### src/hw/pipeReg.sv
module pipeReg #(
    parameter type payload_t = logic [7:0]
) (
    input  logic     clk1,
    input  logic     rstN,
    input  logic     stall,
    input  logic     flush,
    input  payload_t d,
    output payload_t q
);

    // all-zero payload is a NOP in every stage
    always_ff @(posedge clk1) begin
        if (!rstN || flush) begin
            q <= '0;
        end else if (!stall) begin
            q <= d;
        end
        // stalled, keep current payload
    end

endmodule

### config.mk
export PLATFORM = sky130hd
export DESIGN_NAME = pipeReg
export DESIGN_NICKNAME = d
export VERILOG_FILES = /design/src/hw/pipeReg.sv
export SDC_FILE = /design/constraint.sdc
export NUM_CORES = 1
export LEC_CHECK = 0
export BUFFER_PORTS_ARGS = -buffer_cell sky130_fd_sc_hd__buf_2
export CAP_MARGIN = 10
export CORE_AREA = 2 2 39 41
export DETAILED_ROUTE_END_ITERATION = 10
export DIE_AREA = 0 0 41 43
export PLACE_DENSITY_LB_ADDON = 0.1
export SKIP_LAST_GASP = 1
export SLEW_MARGIN = 30
export SYNTH_ARGS = -nofsm -noshare
export SYNTH_HDL_FRONTEND = slang
export SYNTH_SLANG_ARGS = --single-unit
### constraint.sdc
create_clock -name clk1 -period 0.8 [get_ports clk1]
set_input_delay 0.16 -clock clk1 [delete_from_list [all_inputs] [get_ports clk1]]
set_output_delay 0.16 -clock clk1 [all_outputs]
set_load 0.05 [all_outputs]
=== Word level (Yosys, flattened, before mapping) ===
Index checks and enable logic that the tools add are counted.

* Reductions and logical operators: 2

{| class="wikitable"
|+ Operators by type and width
! kind !! number
|-
| logical NOT 1 bit || 1
|-
| logical OR 1 bit || 1
|}

* Output and inout port bits: 8
* Flip-flop bits (word level): 8
* Logic and storage cells: 3
* Input port bits: 12

=== Depth between registers and ports, before layout ===
Gate-level depths: netlist of run 1.

* Depth in word-level cells: 2
* Mapped depth: 3

=== Worst setup path after synthesis of run 1 ===
No wires, ideal clock.

* Path kind: register to register
* From: register, netlist name q[0]
* To: register q[0] in the netlist's numbering
* Stages on the path, launching flop included: 3
* Slack: -93 ps
* Arrival time: 827 ps
* Cell sequence: dfxtp_1 mux2i_1 nor2_1

{| class="wikitable"
|+ RTL lines
! item !! line !! text
|-
| end signal, assigned || 15 || <nowiki>q <= '0;</nowiki>
|-
| end signal, assigned || 17 || <nowiki>q <= d;</nowiki>
|-
| end, declared || 9 || <nowiki>output payload_t q</nowiki>
|}

=== Worst setup path after layout of run 1 ===
* From: register q[2] in the netlist's numbering
* To: output port q[2] in the netlist's numbering

No word-level cell between the ends.

==> flow_summary.ini, run 1 <==
[floorplanning]
dieArea_mm2 = 0.00176
pin_count = 20
placementRows = 14
coreArea_mm2 = 0.00138
dieWidth_um = 41
initial_core_util_pct = 21.2
die_h_um = 43

[clock_network]
cts_tree = done
clk_pin_slew_ps = 50
clockRootBuffer = clkbuf_4
htree_levels = 1
cts.sinks = 8
worstSkewPairLatency_ps = 250
postCtsHoldBufs = 0
postCtsSetupBuffers = 0
numCtsBuffers = 3
clockBufferDepth = 2

[cells_and_area]
finish.utilization_pct = 35.9
n_fill_cell = 145
largest_reg_flops = 8
final_nets = 61
multi_input_area_um2 = 116
syn_to_final_growth_pct = 69.7
drive_above_1_share_pct = 63.8
ff_latch_area_um2 = 170
top_register = q
n_antenna_cell = 0
biggestRegsByFlops = q: 8 flops

[setup_path]
critical_path_class = flip-flop to output port
critPathMaxFanout = 2
cp_top_family = flip-flops
crit_arrival_ps = 730
start_kind = flip-flop
end_kind = output port
critical_path.max_stage_delay_ps = 330
slowest_stage = dfxtp_2
crit_buf_inv = 1
crit_path_cell_trace = buf_6
cp.required_ps = 640

[yosys]
yosysUniqueCellTypes = 6
ys_ff_latch = 8
syn-num-nets = 39
ys_warn_count = 0
synthCells = 27
synthTopCellsByArea = dfxtp_1, mux2i_1, nor2_1
synth_area_um2 = 293
yosysTopAreaCell = dfxtp_1
synth.yosys.seq_area_share_pct = 54.7
synth_top_area_share_pct = 54.7
synth.avg_cell_area_um2 = 10.8

[sta]
worst_slew_pin_slew_ps = 293
grt_setup_unrepaired = true
slew_headroom_pct = 80.5
clock.fmax_mhz = 1120
setup-tns-final_ps = -708
layout_setup_ws_ps = -94.0
maxSlewViolCount = 0
fin_crit_sh_pct = 112
hold_viol_final = 0
fin_crit_ps = 894
clock-skew-final_ps = 0
setup_viol = 8

[routing]
drcViolationCount = 0
drt-pass1-iter-count = 1
wirelength_um = 641
drt_iter0_drc = 0
avgViaCountPerCell = 4.08
antenna_left = 0
avgRoutedWirePerCell_um = 10.2
vias = 257

[place]
gp_congestion = 0.508
placement.io_buffers = 19

[run_status]
violations = negative setup slack
outcome = finished, violations left

[global_route]
antenna_found_initial = 0
overflow = 0
grt_max_degree = 9
grt_pass1_wl_um = 1030
track_usage_pct = 9.26
grt_pass1_vias = 283

[power_and_ir_drop]
max-vdd-ir-drop_mv = 0.610
power.leakage_nw = 0.241
powerDensity_mw_per_mm2 = 1770

[job]
cap_violations = 0

[hold_path]
worstHoldPathType = input pin to flip-flop
## logic make-up (layout without fill, tap and decap cells)
group / count (synthesis) / in the layout / synth area share (%)
AND/OR/NAND/NOR: 9 / 9 / 12.4
multiplexers: 8 / 8 / 27.4
flip-flops: 8 / 8 / 54.7
buffers and inverters: 2 / 22 / 5.55
## through the flow
stage	cells	instance area [um2]	setup WS (ps)	power, W	hold WS (ps)
after floorplan	27	303	76.3	0.000522	304
after global placement	60	402	21.2	0.000556	391
after detailed placement	60	402	-11.6	0.000560	404
after CTS	63	485	-110	0.000905	136
after global routing	63	497	-127	0.000934	148
final	63	497	-94.0	0.000881	142
## repair_timing
item | CTS | global route
gates resized for setup | 19 | 3
setup endpoints to repair | 8 | 8
gates cloned | 0 | 0
## cells in the mapped netlist
library cell,instances
dfxtp_1,8
clkbuf_2,1
nand2b_1,1
mux2i_1,8
buf_6,1
nor2_1,8
## metal layers
metal | vias up | GRT usage [%] | part of all wire (%)
met4 | 0 | 8.00 | 0
met2 | 11 | 15.3 | 55
met1 | 118 | 8.12 | 38
li1 | 128 | - | -
met5 | - | 0 | 0
met3 | 0 | 3.14 | 7.3
## placed cells by master, fill, tap and decap left out, drive strengths merged
cell     n
mux2i    8
nand2b   1
dfxtp    8
nor2     8
clkbuf   3
buf     19
## final timing paths
| path | endpoint | slack [ps] | startpoint | cells after the start |
|---|---|---|---|---|
| max reg2reg | q[0] | 160 | q[0] | 2 |
| max | q[2] | -90 | q[2] | 1 |
| min reg2reg | q[4] | 500 | q[4] | 2 |
| min | q[5] | 140 | d[5] | 3 |
## cell type report
cell class	instances	share of cell area, %
clock buffers	3	4.53
multi-input cells	17	23.4
flip-flops and latches	8	34.3
well taps	16	4.03
repair buffers	19	33.8
## where the power goes
part | switching (W) | internal, W | total [W] | leakage [nW]
Combinational | 0.0000818 | 0.0000713 | 0.000153 | 0.159
Clock | 0.000131 | 0.000171 | 0.000303 | 0.0138
Sequential | 0.0000102 | 0.000415 | 0.000425 | 0.0688
(Power assumes the default switching activity.)
==> run 2, diff against run 1 <==
Clock period 0.8 ns to 1 ns, I/O delays scaled along.
==> run 2 against run 1 <==
The flow now finishes without violations. Via count is 5.8% lower. Sequential share of layout area is 1.1 points higher. Total power is 22% lower. Clock power is 21% lower. Non-clock buffer count stayed put. Die area stayed put. Count of clock-buffer cells in the layout stayed put. Register-to-register slack better by 200 ps. Final area is 8.8% lower. Clock skew stayed put. Global-route usage is 0.82 points lower. Critical endpoint is now q[7]. Highest routed layer unchanged.
==> flow_summary.ini, run 2 (same netlist as run 1, synthesis figures left out) <==
[setup_path]
end_kind = output port
cp_top_family = flip-flops
crit_buf_inv = 1
crit_arrival_ps = 760
slowest_stage = dfxtp_1
crit_path_cell_trace = buf_4
cp.required_ps = 800
critical_path_class = flip-flop to output port
start_kind = flip-flop
critPathMaxFanout = 2
critical_path.max_stage_delay_ps = 320

[floorplanning]
coreArea_mm2 = 0.00138
pin_count = 20
dieArea_mm2 = 0.00176
initial_core_util_pct = 21.2
die_h_um = 43
placementRows = 14
dieWidth_um = 41

[global_route]
overflow = 0
antenna_found_initial = 0
grt_pass1_vias = 223
grt_max_degree = 9
track_usage_pct = 8.44
grt_pass1_wl_um = 903

[sta]
slew_headroom_pct = 79.2
maxSlewViolCount = 0
setup-tns-final_ps = 0
hold_viol_final = 0
fin_crit_sh_pct = 96.5
setup_viol = 0
fin_crit_ps = 965
grt_setup_unrepaired = false
worst_slew_pin_slew_ps = 312
clock-skew-final_ps = 0
clock.fmax_mhz = 1040

[power_and_ir_drop]
max-vdd-ir-drop_mv = 0.541
powerDensity_mw_per_mm2 = 1520
power.leakage_nw = 0.229

[place]
placement.io_buffers = 19
placed_cell_area_um2 = 392
gp_congestion = 0.555

[cells_and_area]
finish.utilization_pct = 32.7
final_nets = 61
n_antenna_cell = 0
biggestRegsByFlops = q: 8 flops
syn_to_final_growth_pct = 54.7
top_register = q
layout_common_cells = buf_2, mux2i_1, nor2_1, dfxtp_1, buf_6
drive_above_1_share_pct = 46.8
largest_reg_flops = 8
final_common_cell = buf_2
fin_area_um2 = 453

[routing]
drt-pass1-iter-count = 3
avgRoutedWirePerCell_um = 10.6
drt_iter0_drc = 1
avgViaCountPerCell = 3.84
vias = 242
drcViolationCount = 0
antenna_left = 0
wirelength_um = 666

[hold_path]
worstHoldPathType = input pin to flip-flop

[clock_network]
cts.sinks = 8
postCtsHoldBufs = 0
clk_pin_slew_ps = 50
clockBufferDepth = 2
cts_tree = done
worstSkewPairLatency_ps = 250
clockRootBuffer = clkbuf_4
numCtsBuffers = 3
htree_levels = 1

[job]
cap_violations = 0

[run_status]
outcome = finished clean
-- run 2: changes by cell type in the layout (fill, tap and decap cells not counted) --
cell	delta
dfxtp_1	+8
dfxtp_2	-8
buf_8	-6
buf_4	+3
buf_6	+3
-- run 2: path summary, 6_finish.rpt --
path         from  endpoint  slack, ps  cells after the start
max          q[7]      q[7]         40                      1
min          d[5]      q[5]        190                      3
max reg2reg  q[1]      q[1]        360                      2
min reg2reg  q[3]      q[3]        500                      2
-- run 2: layout make-up --
class	instances	area, um2
repair buffers	19	134
fillers	140	931
well taps	16	20.0
clock buffers	3	22.5
multi-input cells	17	116
flip-flops and latches	8	160
-- run 2: routing by layer --
metal  part of all wire, %  track usage, %  routed length (um)  vias to the layer above
li1                      -               -                   -                      127
met3                   9.2            3.66                  61                        0
met2                    48            11.3                 319                       12
met1                    43            9.35                 284                      103
met4                     0            8.00                   0                        0
met5                     0               0                   0                        -
-- run 2: per-stage QoR --
step	worst slack, ps	hold WS, ps	cells	total power (W)
floorplan	107	344	27	0.000416
global placement	188	432	60	0.000443
detailed placement	138	447	60	0.000447
CTS	14.3	188	63	0.000694
global route	0.845	184	63	0.000730
finish	35.1	186	63	0.000689
-- run 2: worst reg2reg max path, delay by kind of cell (launching register included) --
family	cells	cell delay (ps)
flip-flops	1	320
AND/OR/NAND/NOR	1	50
multiplexers	1	150
-- run 2: where the power goes --
group          internal, W  switching (W)
clock network     0.000137       0.000101
logic            0.0000486      0.0000665
registers         0.000330     0.00000618
-- run 2: what timing repair did --
| action | 4_1_cts | 5_1_grt |
|---|---|---|
| cloned | 0 | 0 |
| setup buffers | 0 | 0 |
| setup endpoints to repair | 8 | 5 |
| hold endpoints to repair | 0 | 0 |
| resized for setup | 8 | 5 |
