===== src/hw/cpuIsaPkg.sv =====
package cpuIsaPkg;

    // machine word and register file geometry
    localparam int dataWidth    = 16;
    localparam int regAddrWidth = 3;
    localparam int numRegs      = 1 << regAddrWidth;

    // both memories are word addressed
    localparam int instrMemDepth  = 256;
    localparam int dataMemDepth   = 256;
    localparam int instrAddrWidth = $clog2(instrMemDepth);
    localparam int dataAddrWidth  = $clog2(dataMemDepth);

    // instruction field positions
    localparam int opMsb   = 15;
    localparam int opLsb   = 12;
    localparam int srcMsb  = 11;
    localparam int srcLsb  = 9;
    localparam int dstMsb  = 8;
    localparam int dstLsb  = 6;
    localparam int funcMsb = 3;
    localparam int funcLsb = 0;
    localparam int immMsb  = 5;
    localparam int immLsb  = 0;

    typedef logic [dataWidth-1:0]    word_t;
    typedef logic [regAddrWidth-1:0] regAddr_t;

    // zero opcode must stay NOP, flushed stages rely on it
    typedef enum logic [3:0] {
        OP_NOP  = 4'h0,
        OP_ALU  = 4'h1,
        OP_ADDI = 4'h2,
        OP_LDM  = 4'h3,
        OP_STD  = 4'h4,
        OP_IN   = 4'h5,
        OP_OUT  = 4'h6,
        OP_JMP  = 4'h7,
        OP_JZ   = 4'h8
    } opcode_e;

    // A is the src register, B the dst register (or immediate)
    typedef enum logic [3:0] {
        ADD = 4'h0,
        SUB = 4'h1,
        AND = 4'h2,
        OR  = 4'h3,
        NOT = 4'h4,
        SHL = 4'h5,
        SHR = 4'h6,
        MOV = 4'h7
    } aluFunc_e;

endpackage


===== src/hw/cpuPipePkg.sv =====
package cpuPipePkg;

    // decoded control, travels with the instruction down the pipe
    typedef struct packed {
        logic                regWrite;
        logic                memRead;
        logic                memWrite;
        logic                memToReg;
        logic                aluSrc;
        logic                isIn;
        logic                isOut;
        logic                jump;
        logic                jumpZero;
        cpuIsaPkg::aluFunc_e aluFunc;
    } ctrl_t;

    // fetch to decode
    typedef struct packed {
        cpuIsaPkg::word_t                           instruction;
        logic [cpuIsaPkg::instrAddrWidth-1:0] pc;
    } fdPayload_t;

    // decode to execute
    typedef struct packed {
        ctrl_t               ctrl;
        cpuIsaPkg::word_t    readData1;
        cpuIsaPkg::word_t    readData2;
        cpuIsaPkg::regAddr_t srcAddr;
        cpuIsaPkg::regAddr_t dstAddr;
        cpuIsaPkg::word_t    imm;
    } dePayload_t;

    // execute to memory
    typedef struct packed {
        ctrl_t               ctrl;
        cpuIsaPkg::word_t    aluResult;
        cpuIsaPkg::word_t    storeData;
        cpuIsaPkg::regAddr_t dstAddr;
    } emPayload_t;

    // memory to writeback, only what writeback and the output port need
    typedef struct packed {
        logic                regWrite;
        logic                isOut;
        cpuIsaPkg::word_t    writeData;
        cpuIsaPkg::regAddr_t dstAddr;
    } mwPayload_t;

    // operand source for execute
    typedef enum logic [1:0] {
        FWD_NONE = 2'd0,
        FWD_EM   = 2'd1,
        FWD_MW   = 2'd2
    } fwdSel_e;

endpackage


===== src/hw/memoryStage.sv =====
module memoryStage (
    input  logic                   clk1,
    input  cpuPipePkg::emPayload_t em,
    output cpuPipePkg::mwPayload_t mw
);
    import cpuIsaPkg::*;
    import cpuPipePkg::*;

    word_t                    dataMem [dataMemDepth];
    logic [dataAddrWidth-1:0] addr;
    word_t                    loadWord;

    // address comes from R[src] through the ALU
    assign addr = em.aluResult[dataAddrWidth-1:0];

    always_ff @(posedge clk1) begin
        if (em.ctrl.memWrite) begin
            dataMem[addr] <= em.storeData;
        end
    end

    // async read so the word is ready for the MW register
    assign loadWord = dataMem[addr];

    always_comb begin
        mw.regWrite = em.ctrl.regWrite;
        mw.isOut    = em.ctrl.isOut;
        mw.writeData = em.ctrl.memToReg ? loadWord : em.aluResult;
        mw.dstAddr  = em.dstAddr;
    end

endmodule


===== config.mk =====
export PLATFORM = sky130hd
export DESIGN_NAME = memoryStage
export DESIGN_NICKNAME = d
export VERILOG_FILES = /design/src/hw/cpuIsaPkg.sv /design/src/hw/cpuPipePkg.sv /design/src/hw/memoryStage.sv
export SDC_FILE = /design/constraint.sdc
export NUM_CORES = 2
export LEC_CHECK = 0
export BUFFER_PORTS_ARGS = -buffer_cell sky130_fd_sc_hd__buf_2
export CAP_MARGIN = 20
export CORE_ASPECT_RATIO = 1.5
export CORE_MARGIN = 4
export CORE_UTILIZATION = 27
export CTS_BUF_LIST = sky130_fd_sc_hd__clkbuf_16
export CTS_CLUSTER_DIAMETER = 40
export CTS_CLUSTER_SIZE = 25
export DETAILED_ROUTE_END_ITERATION = 8
export MAX_ROUTING_LAYER = met4
export PLACE_DENSITY = 0.39
export SYNTH_ARGS = -nofsm -noshare
export SYNTH_HDL_FRONTEND = slang
export SYNTH_SLANG_ARGS = --single-unit

===== constraint.sdc =====
create_clock -name clk1 -period 4.4 [get_ports clk1]
set_input_delay 0.22 -clock clk1 [delete_from_list [all_inputs] [get_ports clk1]]
set_output_delay 0.22 -clock clk1 [all_outputs]
set_load 0.01 [all_outputs]

# Word level (Yosys, flattened, before mapping)

Memories as Yosys holds them, arrays and structs flattened.
Index checks and enable logic that the tools add are counted.
Widths: inputs -> output; s select.

Mux-type cells: 3

Operator list:

| kind    | count |
|---|---|
| $mux 16 | 1 |
| $mux 1  | 2 |

Flip-flop bits (word level): 0
Memory bits (writable): 4096
Output and inout port bits: 21
Word-level logic and storage cells: 4
Memories: 1

Memories:

| name    | words | bits a word | read ports | clocked after memory_dff | wr ports | line             | text |
|---|---|---|---|---|---|---|---|
| dataMem | 256   | 16          | 1          | 0                        | 1        | memoryStage.sv:9 | `word_t dataMem [dataMemDepth];` |

# Longest topological paths before layout

Depth after elaboration: 2
Mapped depth: 13
Depth with buffers taken out: 7

# Least setup slack after synthesis

Ideal clock, no wire load.

Path type: input-to-reg
Start point: input em[20] in the netlist's numbering
End point: memory dataMem[145][0] in the netlist's numbering, enable pin
Setup time: 409 ps
Data arrival time: 3024 ps
Path slack: 967 ps
Stages on the path: 9
Path through: buf_6 buf_4 buf_4 clkinv_2 buf_2 buf_1 clkbuf_1 nand2_1 nor3_1

RTL lines:

| element            | line             | text |
|---|---|---|
| start: declaration | memoryStage.sv:3 | `input cpuPipePkg::emPayload_t em,` |
| end: declaration   | memoryStage.sv:9 |  |

Straight into the memory's write port.

==> flow_metrics.env <==
export IMPL_status="finished clean"
export IMPL_cp_cell_sequence="mux4_2, mux4_2, a41oi_2, buf_4, nand4_1, o32a_1, buf_2"
export IMPL_synth_seq_cells=4096
export IMPL_postRouteAntennaNets=0
export IMPL_placed_cells=15200
export IMPL_yosysSeqAreaShare_pct=77.8
export IMPL_die_y_um=945
export IMPL_grt_max_degree=129
export IMPL_hold_worst_slack_ps=189
export IMPL_fmax_mhz=232
export IMPL_chipWidth_um=633
export IMPL_grt_use_total_pct=18.3
export IMPL_synth_nets=7149
export IMPL_arrival_ps=4080
export IMPL_grt_setup_unrepaired="false"
export IMPL_crit_path_top_delay_cell="mux4_2"
export IMPL_ys_warn_count=0
export IMPL_clk_pin_slew_worst_paths_ps=70
export IMPL_p_per_area_mw_per_mm2=471
export IMPL_cp_start_kind="flip-flop"
export IMPL_fin_crit_ps=4300
export IMPL_instances_no_fill=16100
export IMPL_dp_hpwl_um=344000
export IMPL_cp_max_fo=1
export IMPL_clockBufferDepth=4
export IMPL_largest_reg_flops=4096
export IMPL_cts_buffers=468
export IMPL_mostFrequentLayoutCell="edfxtp_1"
export IMPL_drtIter0Drc=7343
export IMPL_root_buffer="clkbuf_16"
export IMPL_async_flop_share_pct=0
export IMPL_drive_above_1_share_pct=35.2
export IMPL_slew_headroom_pct=16.1
export IMPL_tritoncts="yes"
export IMPL_synth_edf_count=4096
export IMPL_grt_pass1_wl_um=733000
export IMPL_synth_flop_cell="edfxtp_1"
export IMPL_syn_area_mm2=0.158
export IMPL_htree_levels=5
export IMPL_pin_count=70
export IMPL_globalRouteOverflowTotal=0
export IMPL_cpPeakStageDelay_ps=570
export IMPL_numClockSinks=4096
export IMPL_wl_um=538000
export IMPL_start_util_pct=27.1
export IMPL_finalCritPeriodShare_pct=97.8
export IMPL_worst_pin_slew_ps=1260
export IMPL_cp_data_required_time_ps=4180
export IMPL_cap_violations=0
export IMPL_placementRows=343
export IMPL_post_drt_wl_per_cell_um=33.4
export IMPL_hold_viol=0
export IMPL_vias_per_cell=4.83
export IMPL_critPathBufInv=2
export IMPL_drc_errors=0
export IMPL_place_gp_congestion=0.806
export IMPL_core_area_mm2=0.582
export IMPL_antenna_found_initial=38
export IMPL_dr_pass1_iters=6
export IMPL_criticalPathCategory="flip-flop to output port"
export IMPL_io_buffers=50
export IMPL_design_area_mm2=0.190
export IMPL_finalSetupViolations=0
export IMPL_layout_common_cells="4096 x edfxtp_1, 1012 x mux4_2, 629 x buf_4"
export IMPL_top_regs="dataMem x4096"
export IMPL_grt_pass1_vias=82100
export IMPL_via_count=77900
export IMPL_ir_drop_uv=352
export IMPL_tns_ps=0
export IMPL_place_area_mm2=0.173
export IMPL_synth_cell_type_count=61
export IMPL_endpoint_kind="output port"
export IMPL_crit_top_cell="mux4_2"
export IMPL_layout_nets=7992
export IMPL_p_leak_uw=0.0594
export IMPL_synth_area_per_cell_um2=22.3
export IMPL_largest_register="dataMem"
export IMPL_cp_top_family="multiplexers"
export IMPL_min_path_type="input port to flip-flop"
export IMPL_maxSlewViolCount=0
export IMPL_syn_inst=7100
export IMPL_area_delta_synth_final_pct=20.3
export IMPL_die_area_mm2=0.598
[cell usage after synthesis (all sizes together), types with 5 or more instances]
cell | number | share of area [%]
a211o | 8 | 0.044
o22a | 5 | 0.028
a311oi | 9 | 0.050
a22oi | 66 | 0.31
o221ai | 10 | 0.055
clkbuf | 131 | 0.31
a22o | 5 | 0.028
nand4 | 16 | 0.063
o311ai | 9 | 0.050
a21oi | 75 | 0.24
o22ai | 56 | 0.22
a211oi | 34 | 0.16
o21ai | 65 | 0.21
nand3 | 78 | 0.25
nor3 | 48 | 0.15
a32oi | 63 | 0.35
o211ai | 17 | 0.081
edfxtp | 4096 | 78
mux2 | 47 | 0.33
a31oi | 30 | 0.12
a32o | 14 | 0.089
mux4 | 1012 | 14
nor2b | 19 | 0.075
a2111oi | 5 | 0.028
buf | 294 | 1.3
nand2 | 309 | 0.73
nor2 | 273 | 0.65
and2 | 16 | 0.063
a41oi | 9 | 0.050
and3 | 8 | 0.032
mux2i | 230 | 1.5
[path summary, 6_finish.rpt]
path	start	end	slack, ps	depth (start not counted)
min	em[5]	dataMem[11][2]$_DFFE_PP_	190	2
max	dataMem[215][8]$_DFFE_PP_	mw[11]	100	7
[logic make-up (layout without fill, tap and decap cells)]
logic type	Yosys count	in the layout	share of synthesized area (%)
DFF	4096	4096	77.8
muxes	1289	1289	16.2
and+or+nand+nor	786	786	2.11
AOI/OAI and AO/OA	498	498	2.20
buffers and inverters	431	1679	1.63
other	0	22	0
[power by group]
part           internal [µW]  total (µW)  switching, µW
Sequential             43000       43000           17.0
Clock                  24400       41700          17300
Combinational           1610        4840           3220
[routing by layer]
layer / vias to the layer above / GRT usage (%) / wire length [µm]
met5: - / - / 0
met3: 630 / 2.16 / 22300
met1: 43400 / 21.5 / 210000
met2: 1998 / 32.9 / 290000
li1: 31800 / - / -
met4: 0 / 4.90 / 16200
[per-stage QoR]
step | power, µW | worst slack [ps] | util, %
after floorplan | 46000 | 967 | -
after global placement | 48800 | -563 | 29.7
after detailed placement | 48800 | -557 | 29.7
after CTS | 90700 | 6.11 | 32.6
after global routing | 92400 | 41.8 | 32.6
final | 89500 | 96.8 | 32.6
[final cells by class]
class                   count  area, µm²
clock buffers             473      11800
diodes                     22       55.1
flip-flops and latches   4096     123000
fillers                 55300     392000
clock inverters           402       4770
inverters                   6       37.5
multi-input cells        2573      33400
repair buffers            798       7360
well taps                7762       9710
[timing repair]
item / 4_1_cts / 5_1_grt
endpoints found under the hold margin: 1778 / 0
gates resized for setup: 22 / 0
hold buffers: 16 / 0
endpoints found under the setup margin: 11 / 0
setup buffers: 0 / 0
(Power assumes the default switching activity.)
