**src/hw/cpuIsaPkg.sv**
```systemverilog
package cpuIsaPkg;

    // machine word and register file geometry
    localparam int dataWidth    = 16;
    localparam int regAddrWidth = 3;
    localparam int numRegs      = 1 << regAddrWidth;

    // both memories are word addressed
    localparam int instrMemDepth  = 256;
    localparam int dataMemDepth   = 256;
    localparam int instrAddrWidth = $clog2(instrMemDepth);
    localparam int dataAddrWidth  = $clog2(dataMemDepth);

    // instruction field positions
    localparam int opMsb   = 15;
    localparam int opLsb   = 12;
    localparam int srcMsb  = 11;
    localparam int srcLsb  = 9;
    localparam int dstMsb  = 8;
    localparam int dstLsb  = 6;
    localparam int funcMsb = 3;
    localparam int funcLsb = 0;
    localparam int immMsb  = 5;
    localparam int immLsb  = 0;

    typedef logic [dataWidth-1:0]    word_t;
    typedef logic [regAddrWidth-1:0] regAddr_t;

    // zero opcode must stay NOP, flushed stages rely on it
    typedef enum logic [3:0] {
        OP_NOP  = 4'h0,
        OP_ALU  = 4'h1,
        OP_ADDI = 4'h2,
        OP_LDM  = 4'h3,
        OP_STD  = 4'h4,
        OP_IN   = 4'h5,
        OP_OUT  = 4'h6,
        OP_JMP  = 4'h7,
        OP_JZ   = 4'h8
    } opcode_e;

    // A is the src register, B the dst register (or immediate)
    typedef enum logic [3:0] {
        ADD = 4'h0,
        SUB = 4'h1,
        AND = 4'h2,
        OR  = 4'h3,
        NOT = 4'h4,
        SHL = 4'h5,
        SHR = 4'h6,
        MOV = 4'h7
    } aluFunc_e;

endpackage

```
**src/hw/cpuPipePkg.sv**
```systemverilog
package cpuPipePkg;

    // decoded control, travels with the instruction down the pipe
    typedef struct packed {
        logic                regWrite;
        logic                memRead;
        logic                memWrite;
        logic                memToReg;
        logic                aluSrc;
        logic                isIn;
        logic                isOut;
        logic                jump;
        logic                jumpZero;
        cpuIsaPkg::aluFunc_e aluFunc;
    } ctrl_t;

    // fetch to decode
    typedef struct packed {
        cpuIsaPkg::word_t                           instruction;
        logic [cpuIsaPkg::instrAddrWidth-1:0] pc;
    } fdPayload_t;

    // decode to execute
    typedef struct packed {
        ctrl_t               ctrl;
        cpuIsaPkg::word_t    readData1;
        cpuIsaPkg::word_t    readData2;
        cpuIsaPkg::regAddr_t srcAddr;
        cpuIsaPkg::regAddr_t dstAddr;
        cpuIsaPkg::word_t    imm;
    } dePayload_t;

    // execute to memory
    typedef struct packed {
        ctrl_t               ctrl;
        cpuIsaPkg::word_t    aluResult;
        cpuIsaPkg::word_t    storeData;
        cpuIsaPkg::regAddr_t dstAddr;
    } emPayload_t;

    // memory to writeback, only what writeback and the output port need
    typedef struct packed {
        logic                regWrite;
        logic                isOut;
        cpuIsaPkg::word_t    writeData;
        cpuIsaPkg::regAddr_t dstAddr;
    } mwPayload_t;

    // operand source for execute
    typedef enum logic [1:0] {
        FWD_NONE = 2'd0,
        FWD_EM   = 2'd1,
        FWD_MW   = 2'd2
    } fwdSel_e;

endpackage

```
**src/hw/fetchStage.sv**
```systemverilog
module fetchStage (
    input  logic                                 clk1,
    input  logic                                 rstN,
    input  logic                                 stall,
    input  logic                                 jumpTaken,
    input  cpuIsaPkg::word_t                     jumpTarget,
    input  logic                                 progWrite,
    input  logic [cpuIsaPkg::instrAddrWidth-1:0] progAddr,
    input  cpuIsaPkg::word_t                     progData,
    output cpuPipePkg::fdPayload_t               fd
);
    import cpuIsaPkg::*;
    import cpuPipePkg::*;

    word_t                     instrMem [instrMemDepth];
    logic [instrAddrWidth-1:0] pc;

    // program load port, driven while the core sits in reset
    always_ff @(posedge clk1) begin
        if (progWrite) begin
            instrMem[progAddr] <= progData;
        end
    end

    // jump beats stall, the two never coincide anyway
    always_ff @(posedge clk1) begin
        if (!rstN) begin
            pc <= '0;
        end else if (jumpTaken) begin
            pc <= jumpTarget[instrAddrWidth-1:0];
        end else if (!stall) begin
            pc <= pc + 1'b1;
        end
    end

    // async read, word lands in the FD register on the edge
    always_comb begin
        fd.instruction = instrMem[pc];
        fd.pc          = pc;
    end

endmodule

```
**config.mk**
```make
export PLATFORM = sky130hd
export DESIGN_NAME = fetchStage
export DESIGN_NICKNAME = d
export VERILOG_FILES = /design/src/hw/cpuIsaPkg.sv /design/src/hw/cpuPipePkg.sv /design/src/hw/fetchStage.sv
export SDC_FILE = /design/constraint.sdc
export NUM_CORES = 2
export LEC_CHECK = 0
export ABC_AREA = 1
export BUFFER_PORTS_ARGS = -buffer_cell sky130_fd_sc_hd__buf_2
export CORE_MARGIN = 5
export CORE_UTILIZATION = 25
export CTS_BUF_LIST = sky130_fd_sc_hd__clkbuf_2
export CTS_CLUSTER_DIAMETER = 150
export CTS_CLUSTER_SIZE = 10
export DETAILED_ROUTE_END_ITERATION = 8
export MAX_ROUTING_LAYER = met4
export PLACE_DENSITY = 0.39
export SLEW_MARGIN = 20
export SYNTH_ARGS = -nofsm -noshare
export SYNTH_HDL_FRONTEND = slang
export SYNTH_SLANG_ARGS = --single-unit
```
**constraint.sdc**
```tcl
create_clock -name clk1 -period 7.84 [get_ports clk1]
set_input_delay 1.96 -clock clk1 [delete_from_list [all_inputs] [get_ports clk1]]
set_output_delay 1.96 -clock clk1 [all_outputs]
set_load 0.02 [all_outputs]
```
* Word-level counts from Yosys, hierarchy flattened
Memory sizes are Yosys's and may differ from the RTL's. A register that Yosys moved wholly into a read port is not among the register bits.
Index checks and enable logic that the tools add are counted.
** Storage, ports and cells
- Register bits after elaboration :: 8
- Bits in latches :: 0
- RAM bits :: 4096
- Memory bits (read-only) :: 0
- Output and inout bits :: 24
- Memories :: 1
** Memory list
- instrMem :: depth 256, width 16, read ports 1, clocked after memory_dff 1, wr ports 1, RTL line fetchStage.sv:15 : word_t instrMem [instrMemDepth];
** Operators by class
- Add/sub/neg operators :: 1
- Multipliers :: 0
- Divide/modulo/power cells :: 0
- $lt $le $gt $ge :: 0
- Equal/unequal tests :: 1
- Shift operators :: 0
- Muxes and demuxes :: 6
- Bitwise gates (word level) :: 0
- Reduce and logical (&&, ||, !) cells :: 0
** Operator list (number)
- $mux 8 :: 4
- $add 8x1->8 const B :: 1
- $mux 1 :: 2
- $ne 2x1->1 const B :: 1

* Depth between registers and ports, before layout
- Depth in word-level cells :: 5
- Depth in mapped cells :: 15
- Mapped depth without buffers :: 11

* Worst setup path before layout
No wires, ideal clock.
- Kind :: input-to-reg
- Start point :: in progAddr[7] (netlist name)
- End point :: mem instrMem[181][0] (netlist name), enable pin
- Library setup time :: 0.409 ns
- Data arrival time :: 3.513 ns
- Required time :: 7.431 ns
- Path slack :: 3.918 ns
- Stages on the path :: 4
- Path buffers :: 0
- Cell sequence :: inv_1 -> nor2_1 -> nand2_1 -> nor3_1
** RTL lines
- from (decl) :: RTL line fetchStage.sv:8 : input logic [cpuIsaPkg::instrAddrWidth-1:0] progAddr,
- to (decl) :: RTL line fetchStage.sv:15
Straight into the memory's write port.

==> impl_metrics.json <==
{
  "routed-via-count": 106000,
  "synthSimpleGateAreaFrac_pct": 22.4,
  "whs_ps": 526,
  "power_mw": 37.7,
  "yosysWarnings": 0,
  "drt_iter0_drc": 9999,
  "path_cells": "buf_12, inv_16, buf_12, buf_16, nand3_1, nand3_1, nand3_1, nand3_1, nand3_1, nand2_1, nand2_1, nand2_4, buf_2",
  "port_buffers": 60,
  "num-fill-cells": 68700,
  "peakVddDrop_mv": 0.115,
  "gp_congestion": 0.784,
  "cts_tree": "built",
  "root_buffer": "clkbuf_2",
  "clk_latency_ps": 2330,
  "cts_max_level": 5,
  "syn_area_sq_um": 166000,
  "synth-xor-area-share_pct": 0.0264,
  "cp_top_family": "simple AND/OR/NAND/NOR gates",
  "maxClockFrequency_mhz": 132,
  "synth_area_per_cell_sq_um": 12.1,
  "period_needed_ps": 7560,
  "drt_first_pass_iters": 8,
  "worstSetupEndpointType": "output pin",
  "io_pins": 69,
  "clock_sinks": 4112,
  "die_x_microns": 825,
  "drive_above_1_share_pct": 9.99,
  "grt_pass1_wl_microns": 818000,
  "p_leak_nw": 61.5,
  "synth_fa_ha_area_share_pct": 0.00754,
  "synth-compound-area-share_pct": 0.0377,
  "grt_antenna_before_repair": 47,
  "hold_viol_final": 0,
  "synth_nets": 13700,
  "wl_per_cell_microns": 25.7,
  "die_h_microns": 825,
  "slew_headroom_pct": 10.3,
  "worst_pin_slew_ps": 1340,
  "yosys.cell_types.count": 25,
  "grt_usage_pct": 17.0,
  "synth_top_family_by_area": "simple AND/OR/NAND/NOR gates",
  "clockBufferDepth": 4,
  "cp_slowest_stage_delay_ps": 500,
  "grt-ovfl-total": 0,
  "final_nets": 13900,
  "worst_slack_ps": 280,
  "tns_ps": 0,
  "numCtsBuffers": 450,
  "start_util_pct": 25.1,
  "place_hpwl_microns": 316000,
  "grt_pass1_vias": 101000,
  "status": "finished, final reports clean",
  "yosys-mux-area-fraction_pct": 0,
  "clk_pin_slew_ps": 220,
  "ant_nets": 0,
  "wl_microns": 583000,
  "setup_violations": 0,
  "maxCapViolCount": 0,
  "crit_fanout": 35,
  "drcViolationCount": 0,
  "slowest_stage": "dfxtp_4",
  "die_area_sq_um": 680000,
  "crit_type": "register to output pin",
  "synthCells": 13700,
  "syn_to_final_growth_pct": 10.5,
  "crit_required_ps": 5880,
  "via_per_inst": 4.69,
  "min_period_over_period_pct": 96.4,
  "critical_path.most_common_cell": "nand3_1",
  "p_per_area_nw_per_um2": 206,
  "rows": 299,
  "hp-class": "input port to register",
  "slew_viol_final": 0,
  "core_sq_um": 662000,
  "synth_seq_cells": 4112,
  "placed_cell_area_sq_um": 177000,
  "critPathLaunchType": "register",
  "cp.buffers_inverters": 5,
  "final_cell_area_sq_um": 183000,
  "ys_seq_area_share_pct": 74.3,
  "pre_cts_ws_ps": 1470,
  "cp_data_arrival_time_ps": 5600,
  "skew_ps": 129,
  "grt_max_degree": 130
}
per-layer routing:
metal	GRT usage (%)	vias to the layer above	wire length, microns
met4	3.99	0	14200
met1	24.2	54300	276000
li1	-	49000	-
met5	-	-	0
met2	26.2	2476	267000
met3	1.75	680	26100
flip-flops by register name, indices dropped and copies added, names as in the netlist, named ones only:
signal and flops:
instrMem 4096, pc 8
placed cells by master (no fill, tap or decap), drive strengths merged, types with 3 or more instances in the layout:
cell type and count:
a21oi 3, a31oi 3, buf 598, bufbuf 24, bufinv 7, clkbuf 501, clkinv 5, dfxtp 16
diode 52, dlygate4sd3 33, edfxtp 4096, inv 58, nand2 4227, nand3 4038, nor2 285, nor3 4
o21ai 4, xor2 4
metrics by stage:
stage	std cells	util [%]
finish	22700	27.7
detailed placement	22000	26.8
floorplan	13700	-
global route	22700	27.7
CTS	22600	27.7
global placement	22000	26.8
report_power, final:
part	switching, mW	total, mW	internal (mW)
logic	3.14	4.18	1.04
clock network	7.40	9.33	1.93
registers	0.0312	24.2	24.2
total	10.6	37.7	27.2
worst min-delay path: stages:
cell and delay, ps:
buf_2 280, inv_1 180, nor3_2 60, buf_4 230
area by class of cell:
class	instances	area, sq um	area share, %
Multi-Input combinational cell	8573	38400	20.9
Timing Repair inverter	6	73.8	0.0403
Inverter	45	235	0.128
Clock inverter	21	318	0.173
Antenna cell	52	130	0.0710
Timing Repair Buffer	655	7460	4.07
Tap cell	8729	10900	5.96
Sequential cell	4112	123000	67.3
Clock buffer	501	2510	1.37
cells in the mapped netlist:
cell      number  area [sq um]
buf_2        482          2410
clkbuf_1     148           556
xor2_1         4          35.0
ha_1           1          12.5
nand4_1        1          6.26
buf_6         52           586
buf_4        158          1190
a21oi_1        3          15.0
inv_4          1          6.26
inv_2          3          11.3
buf_8          1          15.0
xnor2_1        1          8.76
buf_12         1          20.0
nor2_1       285          1070
buf_1         96           360
nand2_1     4227         15900
a31o_2         1          8.76
edfxtp_1    4096        123000
inv_1         41           154
o21ai_0        4          20.0
nor3b_1        1          7.51
nand3_1     4038         20200
nor3_1         4          20.0
a31oi_1        3          18.8
dfxtp_1       16           320
repair_timing:
action / in CTS / in global routing
hold endpoints to repair: 695 / 0
endpoints found under the setup margin: 16 / 0
resized for setup: 288 / 0
hold buffers: 33 / 0
buffers inserted: 32 / 0
cells by family (layout without fill, tap and decap cells):
| family | count (synthesis) | in the layout |
|---|---|---|
| AO/OA/AOI/OAI | 11 | 11 |
| XOR/XNOR | 5 | 5 |
| buffers and inverters | 983 | 1228 |
| AND/OR/NAND/NOR | 8556 | 8556 |
| adder cells (fa/ha/maj) | 1 | 1 |
| other | 0 | 52 |
| flip-flops | 4112 | 4112 |
final timing paths:
path / from / endpoint / slack, ps / depth (start not counted)
min reg2reg: pc[6]$_SDFFE_PN0N_ / register / 600 / 2
max: register / fd[23] / 280 / 13
max reg2reg: pc[0]$_SDFFE_PN0N_ / pc[4]$_SDFFE_PN0N_ / 5910 / 6
min: progWrite / instrMem[184][8]$_DFFE_PP_ / 530 / 4
(Power assumes the default switching activity.)
