<file path="config.mk">
export PLATFORM = sky130hd
export DESIGN_NAME = decodeStage
export DESIGN_NICKNAME = d
export VERILOG_FILES = /design/src/hw/cpuIsaPkg.sv /design/src/hw/cpuPipePkg.sv /design/src/hw/decodeStage.sv
export SDC_FILE = /design/constraint.sdc
export NUM_CORES = 1
export LEC_CHECK = 0
export ABC_CLOCK_PERIOD_IN_PS = 1700
export BUFFER_PORTS_ARGS = -buffer_cell sky130_fd_sc_hd__buf_4
export CAP_MARGIN = 20
export CELL_PAD_IN_SITES_DETAIL_PLACEMENT = 0
export CELL_PAD_IN_SITES_GLOBAL_PLACEMENT = 2
export CORE_UTILIZATION = 35
export DETAILED_ROUTE_END_ITERATION = 7
export PLACE_DENSITY_LB_ADDON = 0.1
export SETUP_SLACK_MARGIN = 0.15
export SLEW_MARGIN = 25
export SYNTH_ARGS = -nofsm -noshare
export SYNTH_HDL_FRONTEND = slang
export SYNTH_SLANG_ARGS = --single-unit
</file>
<file path="constraint.sdc">
create_clock -name clk1 -period 1.7 [get_ports clk1]
set_input_delay 0 -clock clk1 [delete_from_list [all_inputs] [get_ports clk1]]
set_output_delay 0 -clock clk1 [all_outputs]
set_load 0.05 [all_outputs]
</file>
<file path="src/hw/cpuIsaPkg.sv">
package cpuIsaPkg;

    // machine word and register file geometry
    localparam int dataWidth    = 16;
    localparam int regAddrWidth = 3;
    localparam int numRegs      = 1 << regAddrWidth;

    // both memories are word addressed
    localparam int instrMemDepth  = 256;
    localparam int dataMemDepth   = 256;
    localparam int instrAddrWidth = $clog2(instrMemDepth);
    localparam int dataAddrWidth  = $clog2(dataMemDepth);

    // instruction field positions
    localparam int opMsb   = 15;
    localparam int opLsb   = 12;
    localparam int srcMsb  = 11;
    localparam int srcLsb  = 9;
    localparam int dstMsb  = 8;
    localparam int dstLsb  = 6;
    localparam int funcMsb = 3;
    localparam int funcLsb = 0;
    localparam int immMsb  = 5;
    localparam int immLsb  = 0;

    typedef logic [dataWidth-1:0]    word_t;
    typedef logic [regAddrWidth-1:0] regAddr_t;

    // zero opcode must stay NOP, flushed stages rely on it
    typedef enum logic [3:0] {
        OP_NOP  = 4'h0,
        OP_ALU  = 4'h1,
        OP_ADDI = 4'h2,
        OP_LDM  = 4'h3,
        OP_STD  = 4'h4,
        OP_IN   = 4'h5,
        OP_OUT  = 4'h6,
        OP_JMP  = 4'h7,
        OP_JZ   = 4'h8
    } opcode_e;

    // A is the src register, B the dst register (or immediate)
    typedef enum logic [3:0] {
        ADD = 4'h0,
        SUB = 4'h1,
        AND = 4'h2,
        OR  = 4'h3,
        NOT = 4'h4,
        SHL = 4'h5,
        SHR = 4'h6,
        MOV = 4'h7
    } aluFunc_e;

endpackage

</file>
<file path="src/hw/cpuPipePkg.sv">
package cpuPipePkg;

    // decoded control, travels with the instruction down the pipe
    typedef struct packed {
        logic                regWrite;
        logic                memRead;
        logic                memWrite;
        logic                memToReg;
        logic                aluSrc;
        logic                isIn;
        logic                isOut;
        logic                jump;
        logic                jumpZero;
        cpuIsaPkg::aluFunc_e aluFunc;
    } ctrl_t;

    // fetch to decode
    typedef struct packed {
        cpuIsaPkg::word_t                           instruction;
        logic [cpuIsaPkg::instrAddrWidth-1:0] pc;
    } fdPayload_t;

    // decode to execute
    typedef struct packed {
        ctrl_t               ctrl;
        cpuIsaPkg::word_t    readData1;
        cpuIsaPkg::word_t    readData2;
        cpuIsaPkg::regAddr_t srcAddr;
        cpuIsaPkg::regAddr_t dstAddr;
        cpuIsaPkg::word_t    imm;
    } dePayload_t;

    // execute to memory
    typedef struct packed {
        ctrl_t               ctrl;
        cpuIsaPkg::word_t    aluResult;
        cpuIsaPkg::word_t    storeData;
        cpuIsaPkg::regAddr_t dstAddr;
    } emPayload_t;

    // memory to writeback, only what writeback and the output port need
    typedef struct packed {
        logic                regWrite;
        logic                isOut;
        cpuIsaPkg::word_t    writeData;
        cpuIsaPkg::regAddr_t dstAddr;
    } mwPayload_t;

    // operand source for execute
    typedef enum logic [1:0] {
        FWD_NONE = 2'd0,
        FWD_EM   = 2'd1,
        FWD_MW   = 2'd2
    } fwdSel_e;

endpackage

</file>
<file path="src/hw/decodeStage.sv">
module decodeStage (
    input  logic                   clk1,
    input  cpuPipePkg::fdPayload_t fd,
    input  logic                   wbWrite,
    input  cpuIsaPkg::regAddr_t    wbAddr,
    input  cpuIsaPkg::word_t       wbData,
    input  cpuIsaPkg::word_t       inputPort,
    output cpuPipePkg::dePayload_t de
);
    import cpuIsaPkg::*;
    import cpuPipePkg::*;

    word_t    regFile [numRegs];
    opcode_e  opcode;
    regAddr_t srcAddr;
    regAddr_t dstAddr;
    ctrl_t    ctrl;

    // write-through so a same-cycle writeback is seen here
    function automatic word_t readReg(input regAddr_t addr);
        if (wbWrite && (wbAddr == addr)) begin
            return wbData;
        end
        return regFile[addr];
    endfunction

    always_ff @(posedge clk1) begin
        if (wbWrite) begin
            regFile[wbAddr] <= wbData;
        end
    end

    assign opcode  = opcode_e'(fd.instruction[opMsb:opLsb]);
    assign srcAddr = fd.instruction[srcMsb:srcLsb];
    assign dstAddr = fd.instruction[dstMsb:dstLsb];

    // NOP and unknown opcodes leave every bit at 0
    always_comb begin
        ctrl = '0;
        case (opcode)
            OP_ALU: begin
                ctrl.regWrite = 1'b1;
                ctrl.aluFunc  = aluFunc_e'(fd.instruction[funcMsb:funcLsb]);
            end
            OP_ADDI: begin
                ctrl.regWrite = 1'b1;
                ctrl.aluSrc   = 1'b1;
                ctrl.aluFunc  = ADD;
            end
            // address is R[src], passed straight through the ALU
            OP_LDM: begin
                ctrl.regWrite = 1'b1;
                ctrl.memRead  = 1'b1;
                ctrl.memToReg = 1'b1;
                ctrl.aluFunc  = MOV;
            end
            // mem[R[src]] = R[dst]
            OP_STD: begin
                ctrl.memWrite = 1'b1;
                ctrl.aluFunc  = MOV;
            end
            OP_IN: begin
                ctrl.regWrite = 1'b1;
                ctrl.isIn     = 1'b1;
                ctrl.aluFunc  = MOV;
            end
            // outputs R[src]
            OP_OUT: begin
                ctrl.isOut   = 1'b1;
                ctrl.aluFunc = MOV;
            end
            OP_JMP:  ctrl.jump     = 1'b1;
            OP_JZ:   ctrl.jumpZero = 1'b1;
            default: ctrl = '0;
        endcase
    end

    always_comb begin
        de.ctrl      = ctrl;
        de.readData1 = readReg(srcAddr);
        // IN samples the port here, in decode
        de.readData2 = ctrl.isIn ? inputPort : readReg(dstAddr);
        de.srcAddr   = srcAddr;
        de.dstAddr   = dstAddr;
        // sign-extend the 6-bit immediate
        de.imm = {{(dataWidth - immMsb - 1){fd.instruction[immMsb]}},
                  fd.instruction[immMsb:immLsb]};
    end

endmodule

</file>
* Word-level counts from Yosys, hierarchy flattened
Memories as Yosys holds them, arrays and structs flattened.
Cells that the tools add are included.
** Word-level totals
- Bits in writable memories :: 128
- Bits of input ports :: 61
- Memories kept :: 1
- Bits in registers :: 0
** Memory list
- regFile :: depth 8, bits a word 16, rd ports 2, clocked after memory_dff 0, wr ports 1, RTL line decodeStage.sv:13 : word_t regFile [numRegs];
** Operators by class
- Muxes and demuxes :: 18
- Reduce and logical (&&, ||, !) cells :: 4
- Eq/ne operators :: 10
** Operator list (number)
- two-way mux 16 bit :: 5
- equality test 4 x 3 -> 1 bit, second input constant :: 4
- two-way mux 1 bit :: 12
- equality test 4 x 2 -> 1 bit, second input constant :: 2
- case mux 4 bit (2 select lines) :: 1
- OR reduction 4 bit :: 2
- equality test 3 bit :: 2
- equality test 4 x 1 -> 1 bit, second input constant :: 1
- equality test 4 bit, second input constant :: 1
- logical AND 1 bit :: 2

* Logic depth before layout (Yosys ltp)
- Word-level depth :: 5
- Gate-level depth with buffers :: 7
- Gate-level depth less buffers :: 6

* Worst setup path before layout
Ideal clock, no wire load.
- Path type :: input-to-output
- Start :: in fd[21] (netlist bit)
- End :: out de[65] (netlist bit)
- Path buffers :: 2
- Arrival time :: 1832 ps
- Stages on the path :: 4
- Setup slack :: -132 ps
- Cell sequence :: clkbuf_1 nand2_1 nor3_1 buf_4
** RTL lines
- from (decl) :: RTL line decodeStage.sv:3 : input cpuPipePkg::fdPayload_t fd,
- to (decl) :: RTL line decodeStage.sv:8 : output cpuPipePkg::dePayload_t de

==> summary.md <==
| Metric | Value |
|---|---|
| Status | finished with violations |
| Failing checks | setup timing |
| Static leakage | 3.15 nW |
| Final setup violation count | 26 |
| Yosys warns | 0 |
| Initial antenna violation count | 0 |
| Final Power | 8.69 mW |
| Arr. time, crit path | 1.85 ns |
| Synth Register Bits | 128 |
| Endpoints failing hold | 0 |
| Seq/Total Area, Yosys | roughly 57% |
| Final min period | 1.85 ns |
| Worst setup SP type | flop |
| Cell Area, Synth | 6710 µm² |
| Mean area per synthesized cell | 16.9 µm² |
| GRT Total Usage | 19.0% |
| Root Driver | clkbuf_16 |
| Inserted Clock Buffers | 17 |
| Hold WC Path Type | in2out |
| Clock slew seen by the registers of the worst setup and hold paths | 0.05 ns |
| CP max-delay cell | mux4_2 |
| CTS Buffer Depth | 2 |
| Drt pass-1 iters | 4 |
| Nets@finish | 577 |
| PortBufs | between 100 and 150 |
| Vias | 4109 |
| Wire per inst | 23.0 µm |
| CTS tree | done |
| Final Max Tran Viols | 0 |
| Placed cell count | 714 |
| Vias per cell | 5.39 |
| Net Sw Frac | 27.0% |
| Starting Density | 35.7% |
| Filler cell count | 1633 |
| DR DRC count | 0 |
| Post-route worst setup slack | -0.153 ns |
| Max-cap violation count | 0 |
| Sw power | 2.35 mW |
| Core area | 18800 µm² |
| Final ANT Viol Nets | 0 |
| Critical Path RT | 1.70 ns |
| Die width | 140 µm |
| First-pass GRT wire length | around 27000 µm |
| Vias in the first global route | between 4000 and 5000 |
| Critical path class | reg2out |
| Power per Cell Area | 981 nW/µm² |
| Fmax achieved | 540 MHz |
| Final Cycle Share | 109% |
| Area growth from synthesis to final layout | 32.1% |
| Die area | 19700 µm² |
| Slew margin rel. | ~70% |
| Largest net degree at the start of global routing | 24 |
| Post-synthesis cell count | 396 |
| Num ports | 128 |
| Hold Slack | ~0.00006 ns |
| Number of antenna diodes | 0 |
| Biggest register | regFile |
| Worst path max stage delay | 0.47 ns |
| Share of layout cells above drive strength 1 | 53.1% |
| Unique masters post-synth | 29 |
| Rows | 50 |
| Critical-path cell list | mux4_2 > mux2i_1 > nand2_1 > o221a_2 > buf_6 |
| P_int | around 6.3 mW |
| Die Ht | 140 µm |
| Regs by FF count | regFile (128) |
| Combinational cell fraction of total power | 20.7% |
| Post-synth net total | 457 |
| CTS Sinks | 128 |
| Unrepaired setup endpoints after global routing | yes |
| Worst-Margin Slew | roughly 0.46 ns |
| Element type at the critical path end | output port |
| Clock power share | 37.5% |
| Grt total ovfl | 0 |
| Drt total wl | ~18000 µm |
| Final Non-Filler Cells | about 760 |
| VDD IR-drop max | 0.686 mV |
| RePlAce Congestion | around 0.72 |
| Max reg flops | 128 |
| Placed wire-length estimate | 11600 µm |
| Sequential Power Share | a little over two fifths |
| Htree depth | 4 |
| 1st-iter DRT viols | approximately 220 |
| CP Max Fanout | 2 |
cells in the mapped netlist:
master    instances  area (µm²)
nand4_1           2        12.5
o221ai_1          8        70.1
nand2_1          20        75.1
clkinv_8          1        16.3
nor3_1            6        30.0
inv_1             9        33.8
xnor2_1           3        26.3
o221a_2           8        90.1
and3_1            1        6.26
o21bai_1          1        7.51
xnor2_4           2        55.1
xnor2_2           1        16.3
edfxtp_1        128        3840
mux4_2           64        1440
or3b_4            1        11.3
nand3b_1          1        7.51
buf_4            31         233
a41oi_4           1        27.5
nor2_1           25        93.8
a21oi_1          19        95.1
o21ai_0           3        15.0
mux2i_1          32         320
a211oi_1          1        7.51
buf_6             4        45.0
nand2b_4          1        13.8
nand2b_1          5        31.3
clkbuf_2          1        5.00
buf_2            11        55.1
clkbuf_1          6        22.5
metrics by stage:
stage | utilization [%] | TNS, ns | area, µm² | setup WS [ns]
floorplan | - | -1.90 | 6810 | -0.0547
global placement | 42.2 | 0 | 7920 | 0.167
detailed placement | 42.2 | 0 | 7920 | 0.151
CTS | 46.8 | -2.56 | 8780 | -0.191
global route | 47.2 | -4.12 | 8860 | -0.236
finish | 47.2 | -1.89 | 8860 | -0.153
critical path: cells and delay by family, from the launching register on:
kind | cells | cell delay, ns
flip-flops | 1 | 0.40
AO/OA/AOI/OAI | 1 | 0.15
multiplexers | 2 | 0.65
buffers and inverters | 1 | 0.15
AND/OR/NAND/NOR | 1 | 0.08
power by group through the flow:
stage / Sequential (mW) / Clock (mW) / Combinational [mW]
5_1_grt: 3.64 / 3.47 / 1.90
3_5_place_dp: 3.69 / 0 / 1.65
4_1_cts: 3.63 / 3.34 / 1.79
6_report: 3.63 / 3.26 / 1.80
2_1_floorplan: 3.68 / 0 / 1.20
3_3_place_gp: 3.69 / 0 / 1.65
cell families (layout without fill, tap and decap cells):
group	after synthesis	in the layout	share of synthesized area, %
compound gates	41	41	4.66
xor+xnor	6	6	1.46
buf+inv	63	196	6.12
flops	128	128	57.3
mux	96	96	26.3
simple gates	62	62	4.20
placed cells by master, fill, tap and decap left out, types with 3 or more instances in the layout:
master | synthesis | layout
nand2_1 | 20 | 20
xnor2_1 | 3 | 3
nor3_2 | 0 | 3
clkbuf_16 | 0 | 17
clkinv_2 | 0 | 5
o221a_2 | 8 | 4
buf_12 | 0 | 11
clkbuf_1 | 6 | 3
a21oi_2 | 0 | 14
mux2i_2 | 0 | 7
a21oi_1 | 19 | 5
nand2b_1 | 5 | 5
o221a_4 | 0 | 4
dlygate4sd3_1 | 0 | 16
inv_1 | 9 | 9
o221ai_2 | 0 | 8
clkinvlp_4 | 0 | 3
mux2i_1 | 32 | 20
buf_4 | 31 | 98
mux2i_4 | 0 | 5
mux4_2 | 64 | 64
buf_6 | 4 | 27
nor3_1 | 6 | 3
o21ai_0 | 3 | 3
nor2_1 | 25 | 25
edfxtp_1 | 128 | 128
final timing paths:
kind	start	to	slack [ns]	cells after the start
min	fd[12]	de[4]	0.00006	0
max	regFile[3][13]	de[35]	-0.15	5
per-layer routing:
layer / routed length (µm) / track usage, % / share of wire [%]
met3: 1390 / 3.97 / 7.9
met5: 0 / 0 / 0
met2: 8750 / 31.6 / 50
met1: 7220 / 25.0 / 41
met4: 199 / 6.02 / 1.1
cell type report:
type / count / area (µm²) / share of cell area, %
tap: 234 / 293 / 3.30
clock buffer: 20 / 437 / 4.93
clock inverter: 12 / 93.8 / 1.06
sequential: 128 / 3840 / 43.4
multi-input combinational: 205 / 2700 / 30.4
timing repair buffer: 154 / 1450 / 16.4
inverter: 10 / 50.0 / 0.565
repair_timing:
| item | CTS | global route |
|---|---|---|
| setup endpoints to repair | 32 | 32 |
| hold endpoints to repair | 128 | 0 |
| gates cloned | 0 | 0 |
| hold buffers | 16 | 0 |
| resized for setup | 40 | 13 |
| pin swaps | 21 | 2 |
| setup buffers | 1 | 0 |
(Power assumes the default switching activity.)
